`config.mk`:
```
export PLATFORM = sky130hd
export DESIGN_NAME = pipelinedCore
export DESIGN_NICKNAME = d
export VERILOG_FILES = /design/src/logic/core_pkg.sv /design/src/logic/decodeStage.sv /design/src/logic/executeStage.sv /design/src/logic/pipelinedCore.sv /design/src/logic/registerFile.sv
export VERILOG_INCLUDE_DIRS = /design/src /design/src/logic
export SDC_FILE = /design/constraint.sdc
export NUM_CORES = 2
export LEC_CHECK = 0
export BUFFER_PORTS_ARGS = -buffer_cell sky130_fd_sc_hd__buf_2
export CAP_MARGIN = 20
export CORE_UTILIZATION = 35
export CTS_CLUSTER_SIZE = 12
export DETAILED_ROUTE_END_ITERATION = 8
export GPL_TIMING_DRIVEN = 0
export RECOVER_POWER = 50
export SETUP_SLACK_MARGIN = 0.5
export SYNTH_ARGS = -nofsm -noshare
export SYNTH_HDL_FRONTEND = slang
export SYNTH_SLANG_ARGS = --single-unit
```
`constraint.sdc`:
```
create_clock -name clk -period 5.8 [get_ports clk]
set_input_delay 0.58 -clock clk [delete_from_list [all_inputs] [get_ports clk]]
set_output_delay 0.58 -clock clk [all_outputs]
set_load 0.005 [all_outputs]
```
`src/logic/core_settings.svh`:
```
// data path width and register file size macros
`ifndef CORE_SETTINGS_SVH
`define CORE_SETTINGS_SVH

////////////////////////////////////////////////////////////////////////////
// data path
////////////////////////////////////////////////////////////////////////////

`define XLEN 32 // integer data path width

////////////////////////////////////////////////////////////////////////////
// integer register file
////////////////////////////////////////////////////////////////////////////

`define REG_COUNT 32 // x0..x31
`define REG_BITS 5   // register index width

`endif

```
`src/logic/core_pkg.sv`:
```
// RV32 instruction format structs, instruction word union and ALU operation enum
package core_pkg;

  ////////////////////////////////////////////////////////////////////////////
  // instruction formats, msb first as in the ISA manual
  ////////////////////////////////////////////////////////////////////////////

  typedef struct packed {
    logic [6:0] funct7;
    logic [4:0] rs2;
    logic [4:0] rs1;
    logic [2:0] funct3;
    logic [4:0] rd;
    logic [6:0] opcode;
  } rTypeT;

  typedef struct packed {
    logic [11:0] imm12; // sign extended by decode
    logic [4:0]  rs1;
    logic [2:0]  funct3;
    logic [4:0]  rd;
    logic [6:0]  opcode;
  } iTypeT;

  typedef struct packed {
    logic [19:0] imm20; // lands in bits 31:12
    logic [4:0]  rd;
    logic [6:0]  opcode;
  } uTypeT;

  // one word, read through whichever format the opcode selects
  typedef union packed {
    rTypeT r;
    iTypeT i;
    uTypeT u;
  } instrT;

  // ALU operations
  typedef enum logic [2:0] {
    aluAdd   = 3'd0,
    aluSub   = 3'd1,
    aluAnd   = 3'd2,
    aluOr    = 3'd3,
    aluXor   = 3'd4,
    aluSlt   = 3'd5,
    aluPassB = 3'd6  // lui, operand b straight through
  } aluOpT;

endpackage

```
`src/logic/decodeStage.sv`:
```
// decode stage: instruction register, format decoding, immediate build, register read
`timescale 1ns/1ps
`include "core_settings.svh"

module decodeStage (
  input  logic                 clk,
  input  logic                 rst,
  input  logic                 instrValid,
  input  core_pkg::instrT      instr,
  // register file read ports
  input  logic [`XLEN-1:0]     readDataA,
  input  logic [`XLEN-1:0]     readDataB,
  output logic [`REG_BITS-1:0] readAddrA,
  output logic [`REG_BITS-1:0] readAddrB,
  // to execute
  output logic                 valid,
  output logic                 illegal,
  output logic                 useImm,
  output logic [`REG_BITS-1:0] rs1,
  output logic [`REG_BITS-1:0] rs2,
  output logic [`REG_BITS-1:0] rd,
  output core_pkg::aluOpT      aluOp,
  output logic [`XLEN-1:0]     imm,
  output logic [`XLEN-1:0]     rs1Data,
  output logic [`XLEN-1:0]     rs2Data
);

  import core_pkg::*;

  localparam logic [6:0] opOp    = 7'b0110011; // R-type ALU
  localparam logic [6:0] opOpImm = 7'b0010011; // I-type ALU
  localparam logic [6:0] opLui   = 7'b0110111;

  logic  validD;
  instrT instrD;

  ////////////////////////////////////////////////////////////////////////////
  // decode register
  ////////////////////////////////////////////////////////////////////////////

  always_ff @(posedge clk) begin
    if (rst) begin
      validD <= 1'b0;
    end else begin
      validD <= instrValid;
    end
  end

  always_ff @(posedge clk) begin
    if (instrValid) begin
      instrD <= instr;
    end
  end

  ////////////////////////////////////////////////////////////////////////////
  // field decoding
  ////////////////////////////////////////////////////////////////////////////

  always_comb begin
    illegal = 1'b0;
    useImm  = 1'b0;
    aluOp   = aluAdd;
    imm     = '0;
    rs1     = instrD.r.rs1;
    rs2     = instrD.r.rs2;
    rd      = instrD.r.rd; // same bits in every format
    case (instrD.r.opcode)
      opOp: begin
        case ({instrD.r.funct7, instrD.r.funct3})
          {7'b0000000, 3'b000}: aluOp = aluAdd;
          {7'b0100000, 3'b000}: aluOp = aluSub;
          {7'b0000000, 3'b111}: aluOp = aluAnd;
          {7'b0000000, 3'b110}: aluOp = aluOr;
          {7'b0000000, 3'b100}: aluOp = aluXor;
          {7'b0000000, 3'b010}: aluOp = aluSlt;
          default:              illegal = 1'b1;
        endcase
      end
      opOpImm: begin
        useImm = 1'b1;
        imm    = {{(`XLEN-12){instrD.i.imm12[11]}}, instrD.i.imm12};
        case (instrD.i.funct3)
          3'b000:  aluOp = aluAdd;
          3'b111:  aluOp = aluAnd;
          3'b110:  aluOp = aluOr;
          3'b100:  aluOp = aluXor;
          3'b010:  aluOp = aluSlt;
          default: illegal = 1'b1;
        endcase
      end
      opLui: begin
        useImm = 1'b1;
        rs1    = '0; // no source, keeps forwarding quiet
        aluOp  = aluPassB;
        imm    = {instrD.u.imm20, {(`XLEN-20){1'b0}}};
      end
      default: illegal = 1'b1;
    endcase
  end

  assign valid = validD;

  // register read, write-through in the file covers the writeback slot
  assign readAddrA = rs1;
  assign readAddrB = rs2;
  assign rs1Data   = readDataA;
  assign rs2Data   = readDataB;

endmodule

```
`src/logic/executeStage.sv`:
```
// execute stage: execute register, operand forwarding, ALU, writeback register
`timescale 1ns/1ps
`include "core_settings.svh"

module executeStage (
  input  logic                 clk,
  input  logic                 rst,
  // from decode
  input  logic                 valid,
  input  logic                 illegal,
  input  logic                 useImm,
  input  logic [`REG_BITS-1:0] rs1,
  input  logic [`REG_BITS-1:0] rs2,
  input  logic [`REG_BITS-1:0] rd,
  input  core_pkg::aluOpT      aluOp,
  input  logic [`XLEN-1:0]     imm,
  input  logic [`XLEN-1:0]     rs1Data,
  input  logic [`XLEN-1:0]     rs2Data,
  // writeback / retire
  output logic                 wbValid,
  output logic                 wbIllegal,
  output logic                 wbWrite,
  output logic [`REG_BITS-1:0] wbRd,
  output logic [`XLEN-1:0]     wbData
);

  import core_pkg::*;

  logic                 exValid;
  logic                 exIllegal;
  logic                 exUseImm;
  logic [`REG_BITS-1:0] exRs1;
  logic [`REG_BITS-1:0] exRs2;
  logic [`REG_BITS-1:0] exRd;
  aluOpT                exAluOp;
  logic [`XLEN-1:0]     exImm;
  logic [`XLEN-1:0]     exRs1Data;
  logic [`XLEN-1:0]     exRs2Data;

  logic [`XLEN-1:0]     srcA;
  logic [`XLEN-1:0]     fwdB;
  logic [`XLEN-1:0]     srcB;
  logic                 lessThan;
  logic [`XLEN-1:0]     aluResult;

  ////////////////////////////////////////////////////////////////////////////
  // execute register
  ////////////////////////////////////////////////////////////////////////////

  always_ff @(posedge clk) begin
    if (rst) begin
      exValid <= 1'b0;
    end else begin
      exValid <= valid;
    end
  end

  always_ff @(posedge clk) begin
    if (valid) begin
      exIllegal <= illegal;
      exUseImm  <= useImm;
      exRs1     <= rs1;
      exRs2     <= rs2;
      exRd      <= rd;
      exAluOp   <= aluOp;
      exImm     <= imm;
      exRs1Data <= rs1Data;
      exRs2Data <= rs2Data;
    end
  end

  // forward from the instruction one ahead, wbWrite already excludes x0
  assign srcA = (wbWrite && (wbRd == exRs1)) ? wbData : exRs1Data;
  assign fwdB = (wbWrite && (wbRd == exRs2)) ? wbData : exRs2Data;
  assign srcB = exUseImm ? exImm : fwdB;

  ////////////////////////////////////////////////////////////////////////////
  // ALU
  ////////////////////////////////////////////////////////////////////////////

  assign lessThan = $signed(srcA) < $signed(srcB);

  always_comb begin
    case (exAluOp)
      aluAdd:   aluResult = srcA + srcB;
      aluSub:   aluResult = srcA - srcB;
      aluAnd:   aluResult = srcA & srcB;
      aluOr:    aluResult = srcA | srcB;
      aluXor:   aluResult = srcA ^ srcB;
      aluSlt:   aluResult = {{(`XLEN-1){1'b0}}, lessThan};
      aluPassB: aluResult = srcB;
      default:  aluResult = '0;
    endcase
  end

  ////////////////////////////////////////////////////////////////////////////
  // writeback register, drives retire and the register file write
  ////////////////////////////////////////////////////////////////////////////

  always_ff @(posedge clk) begin
    if (rst) begin
      wbValid   <= 1'b0;
      wbIllegal <= 1'b0;
      wbWrite   <= 1'b0;
    end else begin
      wbValid   <= exValid;
      wbIllegal <= exValid && exIllegal;
      wbWrite   <= exValid && !exIllegal && (exRd != '0);
    end
  end

  always_ff @(posedge clk) begin
    if (exValid) begin
      wbRd   <= exRd;
      wbData <= exIllegal ? '0 : aluResult; // illegal retires zero
    end
  end

endmodule

```
`src/logic/pipelinedCore.sv`:
```
// top level of the integer pipeline: decode, execute and register file wiring
`timescale 1ns/1ps
`include "core_settings.svh"

module pipelinedCore (
  input  logic                 clk,
  input  logic                 rst,
  // instruction strobe, no back-pressure
  input  logic                 instrValid,
  input  core_pkg::instrT      instr,
  // retire port
  output logic                 retireValid,
  output logic                 retireIllegal,
  output logic [`REG_BITS-1:0] retireRd,
  output logic [`XLEN-1:0]     retireData
);

  import core_pkg::*;

  // register file read path
  logic [`REG_BITS-1:0] readAddrA;
  logic [`REG_BITS-1:0] readAddrB;
  logic [`XLEN-1:0]     readDataA;
  logic [`XLEN-1:0]     readDataB;

  // decode to execute
  logic                 valid;
  logic                 illegal;
  logic                 useImm;
  logic [`REG_BITS-1:0] rs1;
  logic [`REG_BITS-1:0] rs2;
  logic [`REG_BITS-1:0] rd;
  aluOpT                aluOp;
  logic [`XLEN-1:0]     imm;
  logic [`XLEN-1:0]     rs1Data;
  logic [`XLEN-1:0]     rs2Data;

  logic                 wbWrite; // legal, valid, rd != x0

  ////////////////////////////////////////////////////////////////////////////
  // stages
  ////////////////////////////////////////////////////////////////////////////

  decodeStage decode (
    .clk, .rst, .instrValid, .instr,
    .readDataA, .readDataB, .readAddrA, .readAddrB,
    .valid, .illegal, .useImm, .rs1, .rs2, .rd, .aluOp,
    .imm, .rs1Data, .rs2Data
  );

  executeStage execute (
    .clk, .rst,
    .valid, .illegal, .useImm, .rs1, .rs2, .rd, .aluOp,
    .imm, .rs1Data, .rs2Data,
    .wbValid   (retireValid),
    .wbIllegal (retireIllegal),
    .wbWrite,
    .wbRd      (retireRd),
    .wbData    (retireData)
  );

  // writeback values double as the retire port
  registerFile regFile (
    .clk, .rst,
    .readAddrA, .readAddrB, .readDataA, .readDataB,
    .writeEnable (wbWrite),
    .writeAddr   (retireRd),
    .writeData   (retireData)
  );

endmodule

```
`src/logic/registerFile.sv`:
```
// integer register file: two read ports, one write port, x0 fixed at zero
`timescale 1ns/1ps
`include "core_settings.svh"

module registerFile (
  input  logic                 clk,
  input  logic                 rst,
  input  logic [`REG_BITS-1:0] readAddrA,
  input  logic [`REG_BITS-1:0] readAddrB,
  output logic [`XLEN-1:0]     readDataA,
  output logic [`XLEN-1:0]     readDataB,
  input  logic                 writeEnable,
  input  logic [`REG_BITS-1:0] writeAddr,
  input  logic [`XLEN-1:0]     writeData
);

  logic [`XLEN-1:0] regs [`REG_COUNT];
  logic             writeLive; // enabled and not x0

  assign writeLive = writeEnable && (writeAddr != '0);

  always_ff @(posedge clk) begin
    if (rst) begin
      for (int i = 0; i < `REG_COUNT; i++) begin
        regs[i] <= '0;
      end
    end else if (writeLive) begin
      regs[writeAddr] <= writeData;
    end
  end

  // same-cycle write shows through to the reader
  always_comb begin
    if (writeLive && (writeAddr == readAddrA)) begin
      readDataA = writeData;
    end else begin
      readDataA = regs[readAddrA]; // regs[0] never written
    end
    if (writeLive && (writeAddr == readAddrB)) begin
      readDataB = writeData;
    end else begin
      readDataB = regs[readAddrB];
    end
  end

endmodule

```
==> results.toml <==
[status]
status = "finished, violations left"
violations = "capacitance limit, slew limit"

[clocking]
clk_pin_slew_ns = 0.06
cts_tree = "done"
clock_latency_ns = 0.79
cts_max_path_buffers = 3
numCtsBuffers = 136
cts_root_buf = "clkbuf_16"
clock_sinks = 1219
htreeDepth = 4

[detailed_routing]
drtAntennaViolNets = 0
first_pass_iters = 8
vias = 53638
drc_errors = 0
wirelength_um = 278000
vias_per_cell = 6.05
drt_first_iter_violations = 8430
wire_per_inst_um = 31.4

[synthesis]
yosysUniqueCellTypes = 87
ys_seq_elements = 1219
synthArstFlopShare = 0
synth_ff_type = "edfxtp_1"
yosysTopAreaCell = "edfxtp_1"
synthTopCellsByArea = "edfxtp_1, mux4_2, and2_1"
avgSynthCellArea_um2 = 12.1
ys_seq_area_frac = 0.522
netlist.area_leader.share = 0.519
yosysWarnings = 0
synth-edff-count = 1209
netlist_instances = 5790
syn_area_um2 = 69900

[setup_path]
worst_setup_path_end_kind = "flip-flop"
cp_num_cells = 11
r2r-end = "execute.exRs1Data[21]"
cp_num_buf_inv = 4
cp_data_required_time_ns = 6.39
cp_data_arrival_time_ns = 6.05
critPathMaxFanout = 10
crit_path_top_delay_cell = "clkbuf_1"
critPathKind = "reg -> reg"
reg2reg_setup_slack_ns = 0.35
reg2regPathDepth = 11
crit_family = "buffers and inverters"
slowest_delay_ns = 0.97
r2r-start = "decode.instrD[2]"
worst_setup_path_start_kind = "flip-flop"
cp_cell_sequence = "nand2_1 > or4_1 > buf_2 > clkbuf_1 > buf_2 > clkbuf_1 > a31oi_1 > o221ai_1 > a32oi_1 > nor2_1 > a22o_1"

[grt]
grt_max_degree = 74
use_met3 = 0.0744
top_usage_layer = "met2"
use_met1 = 0.348
first_global_vias = 51805
grt_pass1_wl_um = 384000
grt_usage = 0.266
gr-usage-met2 = 0.413
grt-ovfl-total = 0
grt_antenna_before_repair = 29

[sta]
setup_viol = 0
period_needed_ns = 5.45
finalMaxSlewViolations = 283
fin_crit_sh = 0.940
max_freq_ghz = 0.183
skew_ns = 0.0322
max-slew-margin-rel = -0.622
setup_tns_ns = 0
tightestPinTransition_ns = 2.43
rsz0062_at_grt = "yes"
finalHoldViolations = 0

[placement]
place_inst = 8547
place.detailed.hpwl_um = 208000
io_buffers = 73
routabilityCongestion = 0.985

[floorplanning]
num_rows = 163
die_w_um = 449
start_util = 0.353
coreArea_um2 = 198000
io_pins = 74
dieHeight_um = 449
dieArea_um2 = 202000

[power_and_ir_drop]
peakVddDrop_v = 0.000268
p_per_area_nw_per_um2 = 292
power_leakage_nw = 27.8

[cells_and_area]
final_layout_size_suffix_gt1_frac = 0.136
utilization = 0.401
final_cells = 8873
seq_area_um2 = 36500
multi_input_area_um2 = 31200
syn_to_final_growth_pct = 13.3
fillers = 18824
nets = 6257

[min_path]
holdCritPathClass = "in -> reg"
hold_path_end = "decode.instrD[17]"
min-delay-start = "instr[17]"
hold_depth = 1

[run]
max_cap_violations = 9
-- cells in the final DEF, fill, tap and decap left out, drive strengths merged, types with 29 or more instances in the layout --
cell type,count
a211oi,46
a21o,29
a21oi,186
a22o,31
a311oi,32
a31oi,210
a32oi,32
and2,1014
and3,37
buf,198
clkbuf,680
clkinv,46
conb,32
dlygate4sd3,31
edfxtp,1209
ha,104
inv,108
mux2,71
mux2i,294
mux4,325
nand2,447
nand3,88
nor2,201
nor2b,111
o21ai,185
o221ai,158
or2,34
-- logic make-up (layout without fill, tap and decap cells) --
group                    after synthesis  in the layout  share of synthesized area
buffers and inverters                675           1075                     0.0378
other                                  1             44                  0.0000536
AO/OA/AOI/OAI                       1033           1033                      0.100
XOR/XNOR                              46             46                    0.00576
multiplexers                         690            690                      0.158
AND/OR/NAND/NOR                     2020           2020                      0.157
flip-flops                          1219           1219                      0.522
adder cells (fa/ha/maj)              106            106                     0.0192
-- per-layer routing --
layer / up-vias / routed length, um
li1: 22321 / -
met4: 12 / 13500
met3: 695 / 34600
met1: 26870 / 106000
met2: 3740 / 124000
met5: - / 89
-- what timing repair did --
action,4_1_cts,5_1_grt
hold buffers,31,0
endpoints found under the setup margin,31,22
endpoints found under the hold margin,31,0
resized for setup,79,45
pin swaps,16,19
buffers inserted,23,6
-- per-stage QoR --
stage / power [mW] / area [um2] / hold slack [ns] / worst slack [ns]
floorplan: 12.8 / 70000 / 0.400 / 0.732
global placement: 14.4 / 73700 / 0.404 / -1.26
detailed placement: 14.4 / 73900 / 0.405 / -1.22
CTS: 22.9 / 79000 / 0.145 / 0.430
global route: 23.6 / 79200 / 0.327 / 0.343
finish: 23.2 / 79200 / 0.350 / 0.346
-- area by class of cell --
type | count | area share
diodes | 12 | 0.000379
plain buffers | 566 | 0.0299
clock buffers | 186 | 0.0468
clock inverters | 57 | 0.00696
inverters | 109 | 0.00524
multi-input cells | 3927 | 0.394
flip-flops and latches | 1219 | 0.461
well taps | 2640 | 0.0417
repair buffers | 157 | 0.0144
-- registers in the layout, indices dropped and copies added, names as in the netlist, 3 cells and up, named ones only --
name and cells:
regFile.regs 1024, decode.instrD 32, execute.exImm 32, execute.exRs1Data 32, execute.exRs2Data 32, execute.wbData 32
execute.exRd 5, execute.exRs1 5, execute.exRs2 5, execute.wbRd 5, execute.exAluOp 3
-- power breakdown --
part | internal [mW] | leakage (nW) | switching [mW]
sequential | 10.1 | 12.3 | 0.292
combinational | 1.40 | 13.4 | 2.80
clock | 4.88 | 2.06 | 3.70
total | 16.4 | 27.8 | 6.80
-- worst max-delay path by stage --
stage	startpoint	slack [ns]	endpoint
3_3_place_gp	execute.wbRd[2]	-1.26	execute.wbData[29]
4_1_cts	execute.wbRd[1]	0.43	execute.wbData[30]
6_report	decode.instrD[2]	0.35	execute.exRs1Data[21]
3_5_place_dp	execute.wbRd[2]	-1.22	execute.wbData[29]
5_1_grt	execute.wbRd[4]	0.34	execute.wbData[30]
2_1_floorplan	execute.wbRd[2]	0.73	execute.wbData[30]
-- Yosys cell counts (all sizes together) (10+ instances only) --
| master | n |
|---|---|
| mux4 | 325 |
| buf | 111 |
| o21bai | 19 |
| ha | 104 |
| a311oi | 32 |
| nor4 | 19 |
| mux2i | 294 |
| nor2b | 111 |
| nand3 | 88 |
| a211oi | 46 |
| a2111oi | 13 |
| or2 | 34 |
| xnor2 | 28 |
| a32oi | 32 |
| and3 | 37 |
| mux2 | 71 |
| a21oi | 186 |
| nor2 | 201 |
| a31oi | 210 |
| xor2 | 18 |
| nand2b | 11 |
| nand2 | 447 |
| a21o | 29 |
| a221oi | 17 |
| o21ai | 185 |
| edfxtp | 1209 |
| nor3 | 27 |
| o31ai | 13 |
| a22o | 31 |
| dfxtp | 10 |
| and2 | 1014 |
| o221ai | 158 |
| clkbuf | 455 |
| inv | 103 |
(Power assumes the default switching activity.)
